**src/shell_defs.svh**
```systemverilog
/*
 * Accelerator shell constants
 * Core reset length, address width and APB register map
 */

`ifndef SHELL_DEFS_SVH
`define SHELL_DEFS_SVH

// Cycles the core is held in reset after a go
`define SHELL_RESET_DELAY 8

`define SHELL_ADDR_W 32

////////////////////
// APB register offsets, decoded on paddr[7:0]
`define SHELL_REG_BASE   8'h50  // Memory base added to every request
`define SHELL_REG_CTRL   8'h54  // Bit 0 is go
`define SHELL_REG_STATUS 8'h58  // Read only, bit 0 is busy
`define SHELL_REG_SRC    8'h5C
`define SHELL_REG_DST    8'h60
`define SHELL_REG_LEN    8'h64  // Length in 32-bit words

`endif

```
**src/shell_pkg.sv**
```systemverilog
/*
 * Accelerator shell types
 * Copy engine FSM states and memory request opcodes
 */

package shell_pkg;

   ////////////////////
   // Copy engine FSM
   typedef enum logic [1:0] {
      COPY_IDLE  = 2'd0,
      COPY_READ  = 2'd1,  // Read request for the current word
      COPY_WAIT  = 2'd2,  // Waiting on the read response
      COPY_WRITE = 2'd3   // Write of the captured word
   } copy_state_e;

   ////////////////////
   // Memory request opcode
   typedef enum logic {
      MEM_READ  = 1'b0,
      MEM_WRITE = 1'b1
   } mem_op_e;

endpackage

```
**src/apb_config_regs.sv**
```systemverilog
/*
 * APB configuration slave
 * Holds base, source, destination and length, raises go and reports busy
 */

`include "shell_defs.svh"

module apb_config_regs (
   input  logic        clk,
   input  logic        vx_reset_started,
   input  logic        psel,
   input  logic        penable,
   input  logic        pwrite,
   input  logic [31:0] paddr,
   input  logic [31:0] pwdata,
   input  logic        busy,
   input  logic        started,
   output logic [31:0] prdata,
   output logic        pready,
   output logic        go,
   output logic [31:0] base,
   output logic [31:0] src,
   output logic [31:0] dst,
   output logic [31:0] len
);

   logic       apb_write;
   logic       apb_read;
   logic [7:0] reg_addr;
   logic       go_bit;     // CTRL bit 0, cleared once the core starts

   assign reg_addr  = paddr[7:0];
   assign apb_write = psel & penable & pwrite;  // Access phase
   assign apb_read  = psel & ~pwrite;           // Captured from setup phase
   assign pready    = 1'b1;

   // Go only accepted while the whole shell is quiet
   assign go = apb_write & (reg_addr == `SHELL_REG_CTRL) & pwdata[0] & ~busy;

   ////////////////////
   // Register writes
   always_ff @(posedge clk) begin
      if (vx_reset_started) begin
         base <= 32'd0;
         src  <= 32'd0;
         dst  <= 32'd0;
         len  <= 32'd0;
      end else if (apb_write) begin
         case (reg_addr)
            `SHELL_REG_BASE: base <= pwdata;
            `SHELL_REG_SRC:  src  <= pwdata;
            `SHELL_REG_DST:  dst  <= pwdata;
            `SHELL_REG_LEN:  len  <= pwdata;
            default: ;  // Unknown offsets and CTRL handled elsewhere
         endcase
      end
   end

   // Go bit stays visible through the core reset phase
   always_ff @(posedge clk) begin
      if (vx_reset_started) begin
         go_bit <= 1'b0;
      end else if (go) begin
         go_bit <= 1'b1;
      end else if (started) begin
         go_bit <= 1'b0;
      end
   end

   ////////////////////
   // Registered read data
   always_ff @(posedge clk) begin
      if (vx_reset_started) begin
         prdata <= 32'd0;
      end else if (apb_read) begin
         case (reg_addr)
            `SHELL_REG_BASE:   prdata <= base;
            `SHELL_REG_CTRL:   prdata <= {31'd0, go_bit};
            `SHELL_REG_STATUS: prdata <= {31'd0, busy};
            `SHELL_REG_SRC:    prdata <= src;
            `SHELL_REG_DST:    prdata <= dst;
            `SHELL_REG_LEN:    prdata <= len;
            default:           prdata <= 32'd0;
         endcase
      end
   end

endmodule

```
**src/core_reset_seq.sv**
```systemverilog
/*
 * Core reset sequencer
 * Holds the core in reset for a fixed count after go, then strobes start
 */

`include "shell_defs.svh"

module core_reset_seq (
   input  logic clk,
   input  logic vx_reset_started,
   input  logic go,
   output logic core_reset,
   output logic start,
   output logic active
);

   localparam int CTR_W = $clog2(`SHELL_RESET_DELAY + 1);

   logic [CTR_W-1:0] rst_ctr;  // Cycles left in the core reset phase

   always_ff @(posedge clk) begin
      if (vx_reset_started) begin
         rst_ctr    <= '0;
         core_reset <= 1'b0;
         start      <= 1'b0;
      end else begin
         start <= 1'b0;  // Single cycle strobe
         if (go && !active) begin
            core_reset <= 1'b1;
            rst_ctr    <= CTR_W'(`SHELL_RESET_DELAY - 1);
         end else if (core_reset) begin
            if (rst_ctr == '0) begin
               // Reset released, core may run next
               core_reset <= 1'b0;
               start      <= 1'b1;
            end else begin
               rst_ctr <= rst_ctr - CTR_W'(1);
            end
         end
      end
   end

   // Covers reset phase and the start cycle
   assign active = core_reset | start;

endmodule

```
**src/copy_engine.sv**
```systemverilog
/*
 * Memory copy engine
 * Reads each source word and writes it back at the destination offset
 */

`include "shell_defs.svh"

module copy_engine (
   input  logic                     clk,
   input  logic                     vx_reset_started,
   input  logic                     core_reset,
   input  logic                     start,
   input  logic [`SHELL_ADDR_W-1:0] src,
   input  logic [`SHELL_ADDR_W-1:0] dst,
   input  logic [31:0]              len,
   input  logic                     mem_rsp_valid,
   input  logic [31:0]              mem_rsp_data,
   output logic                     req_valid,
   output shell_pkg::mem_op_e       req_op,
   output logic [`SHELL_ADDR_W-1:0] req_addr,
   output logic [31:0]              req_wdata,
   output logic                     engine_busy
);

   shell_pkg::copy_state_e state;
   shell_pkg::copy_state_e state_nxt;

   logic [31:0]              word_idx;
   logic [`SHELL_ADDR_W-1:0] src_q;
   logic [`SHELL_ADDR_W-1:0] dst_q;
   logic [31:0]              len_q;
   logic [31:0]              rdata_q;    // Word in transit
   logic [`SHELL_ADDR_W-1:0] word_off;   // Byte offset of current word
   logic                     no_words;
   logic                     last_word;

   assign word_off  = {word_idx[`SHELL_ADDR_W-3:0], 2'b00};
   assign no_words  = (word_idx == len_q);
   assign last_word = ((word_idx + 32'd1) == len_q);

   ////////////////////
   // Next state
   always_comb begin
      state_nxt = state;
      case (state)
         shell_pkg::COPY_IDLE: begin
            if (start) state_nxt = shell_pkg::COPY_READ;
         end
         shell_pkg::COPY_READ: begin
            // Zero length drops straight back
            state_nxt = no_words ? shell_pkg::COPY_IDLE : shell_pkg::COPY_WAIT;
         end
         shell_pkg::COPY_WAIT: begin
            if (mem_rsp_valid) state_nxt = shell_pkg::COPY_WRITE;
         end
         shell_pkg::COPY_WRITE: begin
            state_nxt = last_word ? shell_pkg::COPY_IDLE : shell_pkg::COPY_READ;
         end
         default: state_nxt = shell_pkg::COPY_IDLE;
      endcase
   end

   // Control state, core_reset holds the engine idle
   always_ff @(posedge clk) begin
      if (vx_reset_started || core_reset) begin
         state    <= shell_pkg::COPY_IDLE;
         word_idx <= 32'd0;
      end else begin
         state <= state_nxt;
         if (state == shell_pkg::COPY_IDLE && start) begin
            word_idx <= 32'd0;
         end else if (state == shell_pkg::COPY_WRITE) begin
            word_idx <= word_idx + 32'd1;
         end
      end
   end

   ////////////////////
   // Job parameters and read data
   always_ff @(posedge clk) begin
      if (state == shell_pkg::COPY_IDLE && start) begin
         src_q <= src;
         dst_q <= dst;
         len_q <= len;
      end
      if (state == shell_pkg::COPY_WAIT && mem_rsp_valid) begin
         rdata_q <= mem_rsp_data;
      end
   end

   // Request outputs straight from state
   always_comb begin
      req_valid = 1'b0;
      req_op    = shell_pkg::MEM_READ;
      req_addr  = src_q + word_off;
      if (state == shell_pkg::COPY_READ) begin
         req_valid = !no_words;
      end else if (state == shell_pkg::COPY_WRITE) begin
         req_valid = 1'b1;
         req_op    = shell_pkg::MEM_WRITE;
         req_addr  = dst_q + word_off;
      end
   end

   assign req_wdata   = rdata_q;
   assign engine_busy = (state != shell_pkg::COPY_IDLE);

endmodule

```
**src/addr_rebase_stage.sv**
```systemverilog
/*
 * Address rebase stage
 * Registers each request and adds the memory base to its address
 */

`include "shell_defs.svh"

module addr_rebase_stage (
   input  logic                     clk,
   input  logic                     vx_reset_started,
   input  logic [`SHELL_ADDR_W-1:0] base,
   input  logic                     req_valid,
   input  shell_pkg::mem_op_e       req_op,
   input  logic [`SHELL_ADDR_W-1:0] req_addr,
   input  logic [31:0]              req_wdata,
   output logic                     mem_valid,
   output shell_pkg::mem_op_e       mem_op,
   output logic [`SHELL_ADDR_W-1:0] mem_addr,
   output logic [31:0]              mem_wdata
);

   ////////////////////
   // Valid strobe, follows every request
   always_ff @(posedge clk) begin
      if (vx_reset_started) begin
         mem_valid <= 1'b0;
      end else begin
         mem_valid <= req_valid;
      end
   end

   // Payload, loaded on each request so back to back strobes both pass
   always_ff @(posedge clk) begin
      if (req_valid) begin
         mem_op    <= req_op;
         mem_addr  <= req_addr + base;  // Offset into the reserved region
         mem_wdata <= req_wdata;
      end
   end

endmodule

```
**src/accel_shell_top.sv**
```systemverilog
/*
 * Accelerator shell top level
 * APB configuration, core reset sequencing, copy core and address rebase
 */

`include "shell_defs.svh"

module accel_shell_top (
   input  logic                     clk,
   input  logic                     vx_reset_started,
   input  logic                     psel,
   input  logic                     penable,
   input  logic                     pwrite,
   input  logic [31:0]              paddr,
   input  logic [31:0]              pwdata,
   input  logic                     mem_rsp_valid,
   input  logic [31:0]              mem_rsp_data,
   output logic [31:0]              prdata,
   output logic                     pready,
   output logic                     mem_valid,
   output shell_pkg::mem_op_e       mem_op,
   output logic [`SHELL_ADDR_W-1:0] mem_addr,
   output logic [31:0]              mem_wdata,
   output logic                     busy
);

   logic                     go;
   logic [31:0]              base;
   logic [31:0]              src;
   logic [31:0]              dst;
   logic [31:0]              len;
   logic                     core_reset;
   logic                     start;
   logic                     seq_active;
   logic                     engine_busy;
   logic                     req_valid;
   shell_pkg::mem_op_e       req_op;
   logic [`SHELL_ADDR_W-1:0] req_addr;
   logic [31:0]              req_wdata;

   // Anything still moving counts as busy
   assign busy = seq_active | engine_busy | mem_valid;

   ////////////////////
   // Stage chain
   apb_config_regs u_regs (
      .clk              (clk),
      .vx_reset_started (vx_reset_started),
      .psel             (psel),
      .penable          (penable),
      .pwrite           (pwrite),
      .paddr            (paddr),
      .pwdata           (pwdata),
      .busy             (busy),
      .started          (start),
      .prdata           (prdata),
      .pready           (pready),
      .go               (go),
      .base             (base),
      .src              (src),
      .dst              (dst),
      .len              (len)
   );

   core_reset_seq u_seq (
      .clk              (clk),
      .vx_reset_started (vx_reset_started),
      .go               (go),
      .core_reset       (core_reset),
      .start            (start),
      .active           (seq_active)
   );

   copy_engine u_engine (
      .clk              (clk),
      .vx_reset_started (vx_reset_started),
      .core_reset       (core_reset),
      .start            (start),
      .src              (src),
      .dst              (dst),
      .len              (len),
      .mem_rsp_valid    (mem_rsp_valid),
      .mem_rsp_data     (mem_rsp_data),
      .req_valid        (req_valid),
      .req_op           (req_op),
      .req_addr         (req_addr),
      .req_wdata        (req_wdata),
      .engine_busy      (engine_busy)
   );

   addr_rebase_stage u_rebase (
      .clk              (clk),
      .vx_reset_started (vx_reset_started),
      .base             (base),
      .req_valid        (req_valid),
      .req_op           (req_op),
      .req_addr         (req_addr),
      .req_wdata        (req_wdata),
      .mem_valid        (mem_valid),
      .mem_op           (mem_op),
      .mem_addr         (mem_addr),
      .mem_wdata        (mem_wdata)
   );

endmodule

```
**config.mk**
```make
export PLATFORM = sky130hd
export DESIGN_NAME = accel_shell_top
export DESIGN_NICKNAME = d
export VERILOG_FILES = /design/src/shell_pkg.sv /design/src/apb_config_regs.sv /design/src/core_reset_seq.sv /design/src/copy_engine.sv /design/src/addr_rebase_stage.sv /design/src/accel_shell_top.sv
export VERILOG_INCLUDE_DIRS = /design/src
export SDC_FILE = /design/constraint.sdc
export NUM_CORES = 1
export LEC_CHECK = 0
export BUFFER_PORTS_ARGS = -buffer_cell sky130_fd_sc_hd__buf_4
export CAP_MARGIN = 20
export CELL_PAD_IN_SITES_DETAIL_PLACEMENT = 0
export CELL_PAD_IN_SITES_GLOBAL_PLACEMENT = 1
export CORE_ASPECT_RATIO = 0.9
export CORE_MARGIN = 4
export CORE_UTILIZATION = 47
export CTS_BUF_LIST = sky130_fd_sc_hd__clkbuf_8 sky130_fd_sc_hd__clkbuf_16
export DETAILED_ROUTE_END_ITERATION = 8
export PLACE_DENSITY = 0.91
export RECOVER_POWER = 100
export SLEW_MARGIN = 20
export SYNTH_ARGS = -nofsm -noshare
export SYNTH_HDL_FRONTEND = slang
export SYNTH_HIERARCHICAL = 1
export SYNTH_SLANG_ARGS = --single-unit
```
**constraint.sdc**
```tcl
create_clock -name clk -period 7.3 [get_ports clk]
set_input_delay 1.46 -clock clk [delete_from_list [all_inputs] [get_ports clk]]
set_output_delay 1.46 -clock clk [all_outputs]
set_load 0.01 [all_outputs]
```
==> results.txt <==
Die Area - 46940 sq um
Seq pwr share - 51.4%
Max VDD drop - 0.2471 mV
GR met2 Demand/Resource - 40.28%
Synth Net Count - 2247
M3 GR Usage - 5.747%
Final ANT Viol Nets - 0
Routed WL - 63370 um
First-pass GRT wire length - 95200 um
Buffer depth of the longest clock path - 3
Starting DRT DRC Count - 1985
CP arrival - 6560 ps
DRC Markers - 0
Root Buffer - clkbuf_16
Skew final - 36.73 ps
Tot GR Track Use - 26.09%
Fillers - 3741
Die H - 205.9 um
Row count - 72
Via density - 6.096
GPL Wtd Cong - 0.9179
Hold path depth - 0
Fraction of the mapped netlist area in compound gates - 17.62%
Largest family of logic cells by synthesized area - compound AO/OA/AOI/OAI gates
Clk sinks - 395
Cells after synthesis - 2051
Critical R2R Launch - u_engine/state[0]
Multi-input logic area - 9951 sq um
Initial Util - 47.61%
Async S/R FF share, synth - 0%
Total of max-cap violations - 13
Final TNS setup - 0 ps
Net Sw Frac - 22.20%
Area grow syn2layout - 12.42%
Top cell by count, worst path - o21ai_0
CP max stage cell - clkbuf_1
Critical path endpoint - u_rebase/mem_addr[31]
Dpl cells - 2688
Vias in the first global route - 15920
Worst-path clk slew - 60 ps
Post-CTS sizing - 0
Total CTS buffers - 42
RSZ-0062 raised after global routing - false
Slew at the pin closest to its max-slew limit - 2931 ps
Crit. path cell count - 12
#FFs+latches synth - 395
Total number of vias - 16860
Switching power - 0.9958 mW
Die X - 227.9 um
Drt wl/cell - 22.92 um
Status - finished, violations left
Simple-gate area share of the yosys netlist - 15.84%
Final min period - 6224 ps
Dpl hpwl - 45140 um
Cell accounting for the most synthesized area - edfxtp_1
Top cells by area, synth - edfxtp_1 28%, dfxtp_1 20%, ha_1 5.6%
Gate power share - 2.2%
Worst Path Required - 7640 ps
Total grt overflow - 0
Number of flops mapped to enable cells by yosys - 193
Critical R2R Capture - u_rebase/mem_addr[31]
Worst-Skew Late Latency - 600 ps
Top delay family on crit path - compound AO/OA/AOI/OAI gates
Seq/Total Area, Yosys - 48.09%
Synthesized cell area - 20460 sq um
Final Power - 4.486 mW
Post CTS Setup Buffer Count - 0
FF-to-FF setup slack - 1080 ps
Netlist cell types - 105
Final hold violations - 0
WHS - 418.9 ps
Dominant cell by count in the synthesized netlist - nand2_1
Register area - 9839 sq um
WP buf/inv - 2
Drt first pass iters - 5
GR Layer Usage met1 - 36.50%
Final Max Slew Viols - 533
Fin crit share - 85.26%
Post-synthesis mux area share - 2.728%
Fin cells - 2765
R2R depth - 12
Xor and xnor fraction of the mapped netlist area - 6.636%
Pwr/cell area - 195.0 nW/um^2
Top Ports - 202
HP Class - reg -> reg
Worst setup startpoint - u_engine/state[0]
Nets@finish - 2373
Top fanout value on the critical path - 44
Hold buffers post-CTS - 0
Top-area cell type share of the netlist area - 28.33%
Critical-path cell list - nand2_1 > clkinv_1 > clkbuf_1 > o21ai_0 > ha_1 > a21oi_1 > o21ai_0 > o21bai_1 > a22oi_4 > a311oi_1 > nor4_1 > or3_1
Layout cells sized above 1 - 9.231%
CP Class - reg -> reg
Critical path endpoint category - register
Port buffer count - 176
Initial antenna violation count - 0
Max Fclk - 0.1607 GHz
Core area - 42970 sq um
Yosys warns - 6
Final setup viols - 0
Clock Power Share - 46.4%
Synth Area in Adders - 5.859%
H-tree levels - 2
CTS tree - built
Maximum number of pins on one net before global-route repair - 110
Startpoint type of the worst setup path - register
Relative slew slack - -95.42%
Grt peak-use layer - met2
ANT cells - 0
Leak pwr - 8.644 nW
Max incr delay on CP - 1700 ps
Commonest cells in the netlist - 289 x nand2_1, 202 x dfxtp_1, 199 x a21oi_1
Failing checks - max-capacitance violations, max-slew violations
Internal power - 3.490 mW
Primary FF master, synth - dfxtp_1
Post-synthesis area per instance - 9.975 sq um
==> worst min path at each step <==
stage	from	slack, ps	endpoint
after floorplan	u_engine/req_wdata[0]	400	u_rebase/mem_wdata[0]
after global placement	u_engine/req_wdata[5]	400	u_rebase/mem_wdata[5]
after detailed placement	u_engine/req_wdata[21]	400	u_rebase/mem_wdata[21]
final	u_engine/req_wdata[21]	420	u_rebase/mem_wdata[21]
after CTS	u_engine/req_wdata[21]	420	u_rebase/mem_wdata[21]
after global routing	u_engine/req_wdata[12]	430	u_rebase/mem_wdata[12]
==> power groups by stage <==
| stage | registers, mW | clock network (mW) | logic (mW) |
|---|---|---|---|
| final | 2.31 | 2.08 | 0.0983 |
| after global routing | 2.31 | 2.20 | 0.103 |
| after CTS | 2.31 | 2.11 | 0.100 |
| after detailed placement | 2.35 | 0 | 0.0997 |
| after global placement | 2.35 | 0 | 0.0984 |
| after floorplan | 2.35 | 0 | 0.0354 |
==> cells by family (layout without fill, tap and decap cells) <==
kind of cell	after synthesis	after routing
AND/OR/NAND/NOR	674	674
AO/OA/AOI/OAI	536	536
flip-flops	395	395
XOR/XNOR	155	155
buffers and inverters	143	302
adder cells (fa/ha/maj)	94	94
multiplexers	53	53
other	1	1
==> per-layer routing <==
metal	vias up	part of all wire, %
met4	0	3.3
met2	944	44
met5	-	0
li1	7740	-
met1	8047	41
met3	125	12
==> stage by stage <==
step	worst slack, ps	instance area [sq um]	utilization, %
6_report	1076	23000	53.52
2_1_floorplan	1606	20460	-
3_5_place_dp	1555	22140	51.52
4_1_cts	1541	23490	54.67
5_1_grt	586.0	23000	53.52
3_3_place_gp	1590	22140	51.52
==> layout make-up <==
cell class / instances / share of cell area [%]
Clock inverter: 34 / 1.257
Inverter: 34 / 0.5549
Sequential cell: 395 / 42.78
Tap cell: 555 / 3.019
Multi-Input combinational cell: 1513 / 43.27
Clock buffer: 43 / 4.630
Timing Repair Buffer: 191 / 4.494
==> cells in the final DEF, fill, tap and decap left out, types with 40 or more instances in the layout <==
cell,count
mux2i_1,40
a21oi_1,199
a21o_1,47
xor2_1,74
inv_1,41
clkbuf_16,42
xnor2_1,81
ha_1,91
nand2_1,289
clkbuf_1,107
nor2_1,137
edfxtp_1,193
buf_4,50
o21ai_0,60
dfxtp_1,202
nand3_1,75
==> registers in the layout, indices dropped and copies added, names as in the netlist, 4 cells and up, named ones only <==
signal,flops
u_rebase/mem_wdata,32
u_engine/dst_q,32
u_engine/len_q,32
u_regs/dst,32
u_regs/src,32
u_engine/src_q,32
u_regs/len,32
u_regs/prdata,32
u_regs/base,32
u_seq/rst_ctr,4
u_rebase/mem_addr,32
u_engine/word_idx,32
u_engine/req_wdata,32
Note: power is estimated with default switching activity, not from simulation.
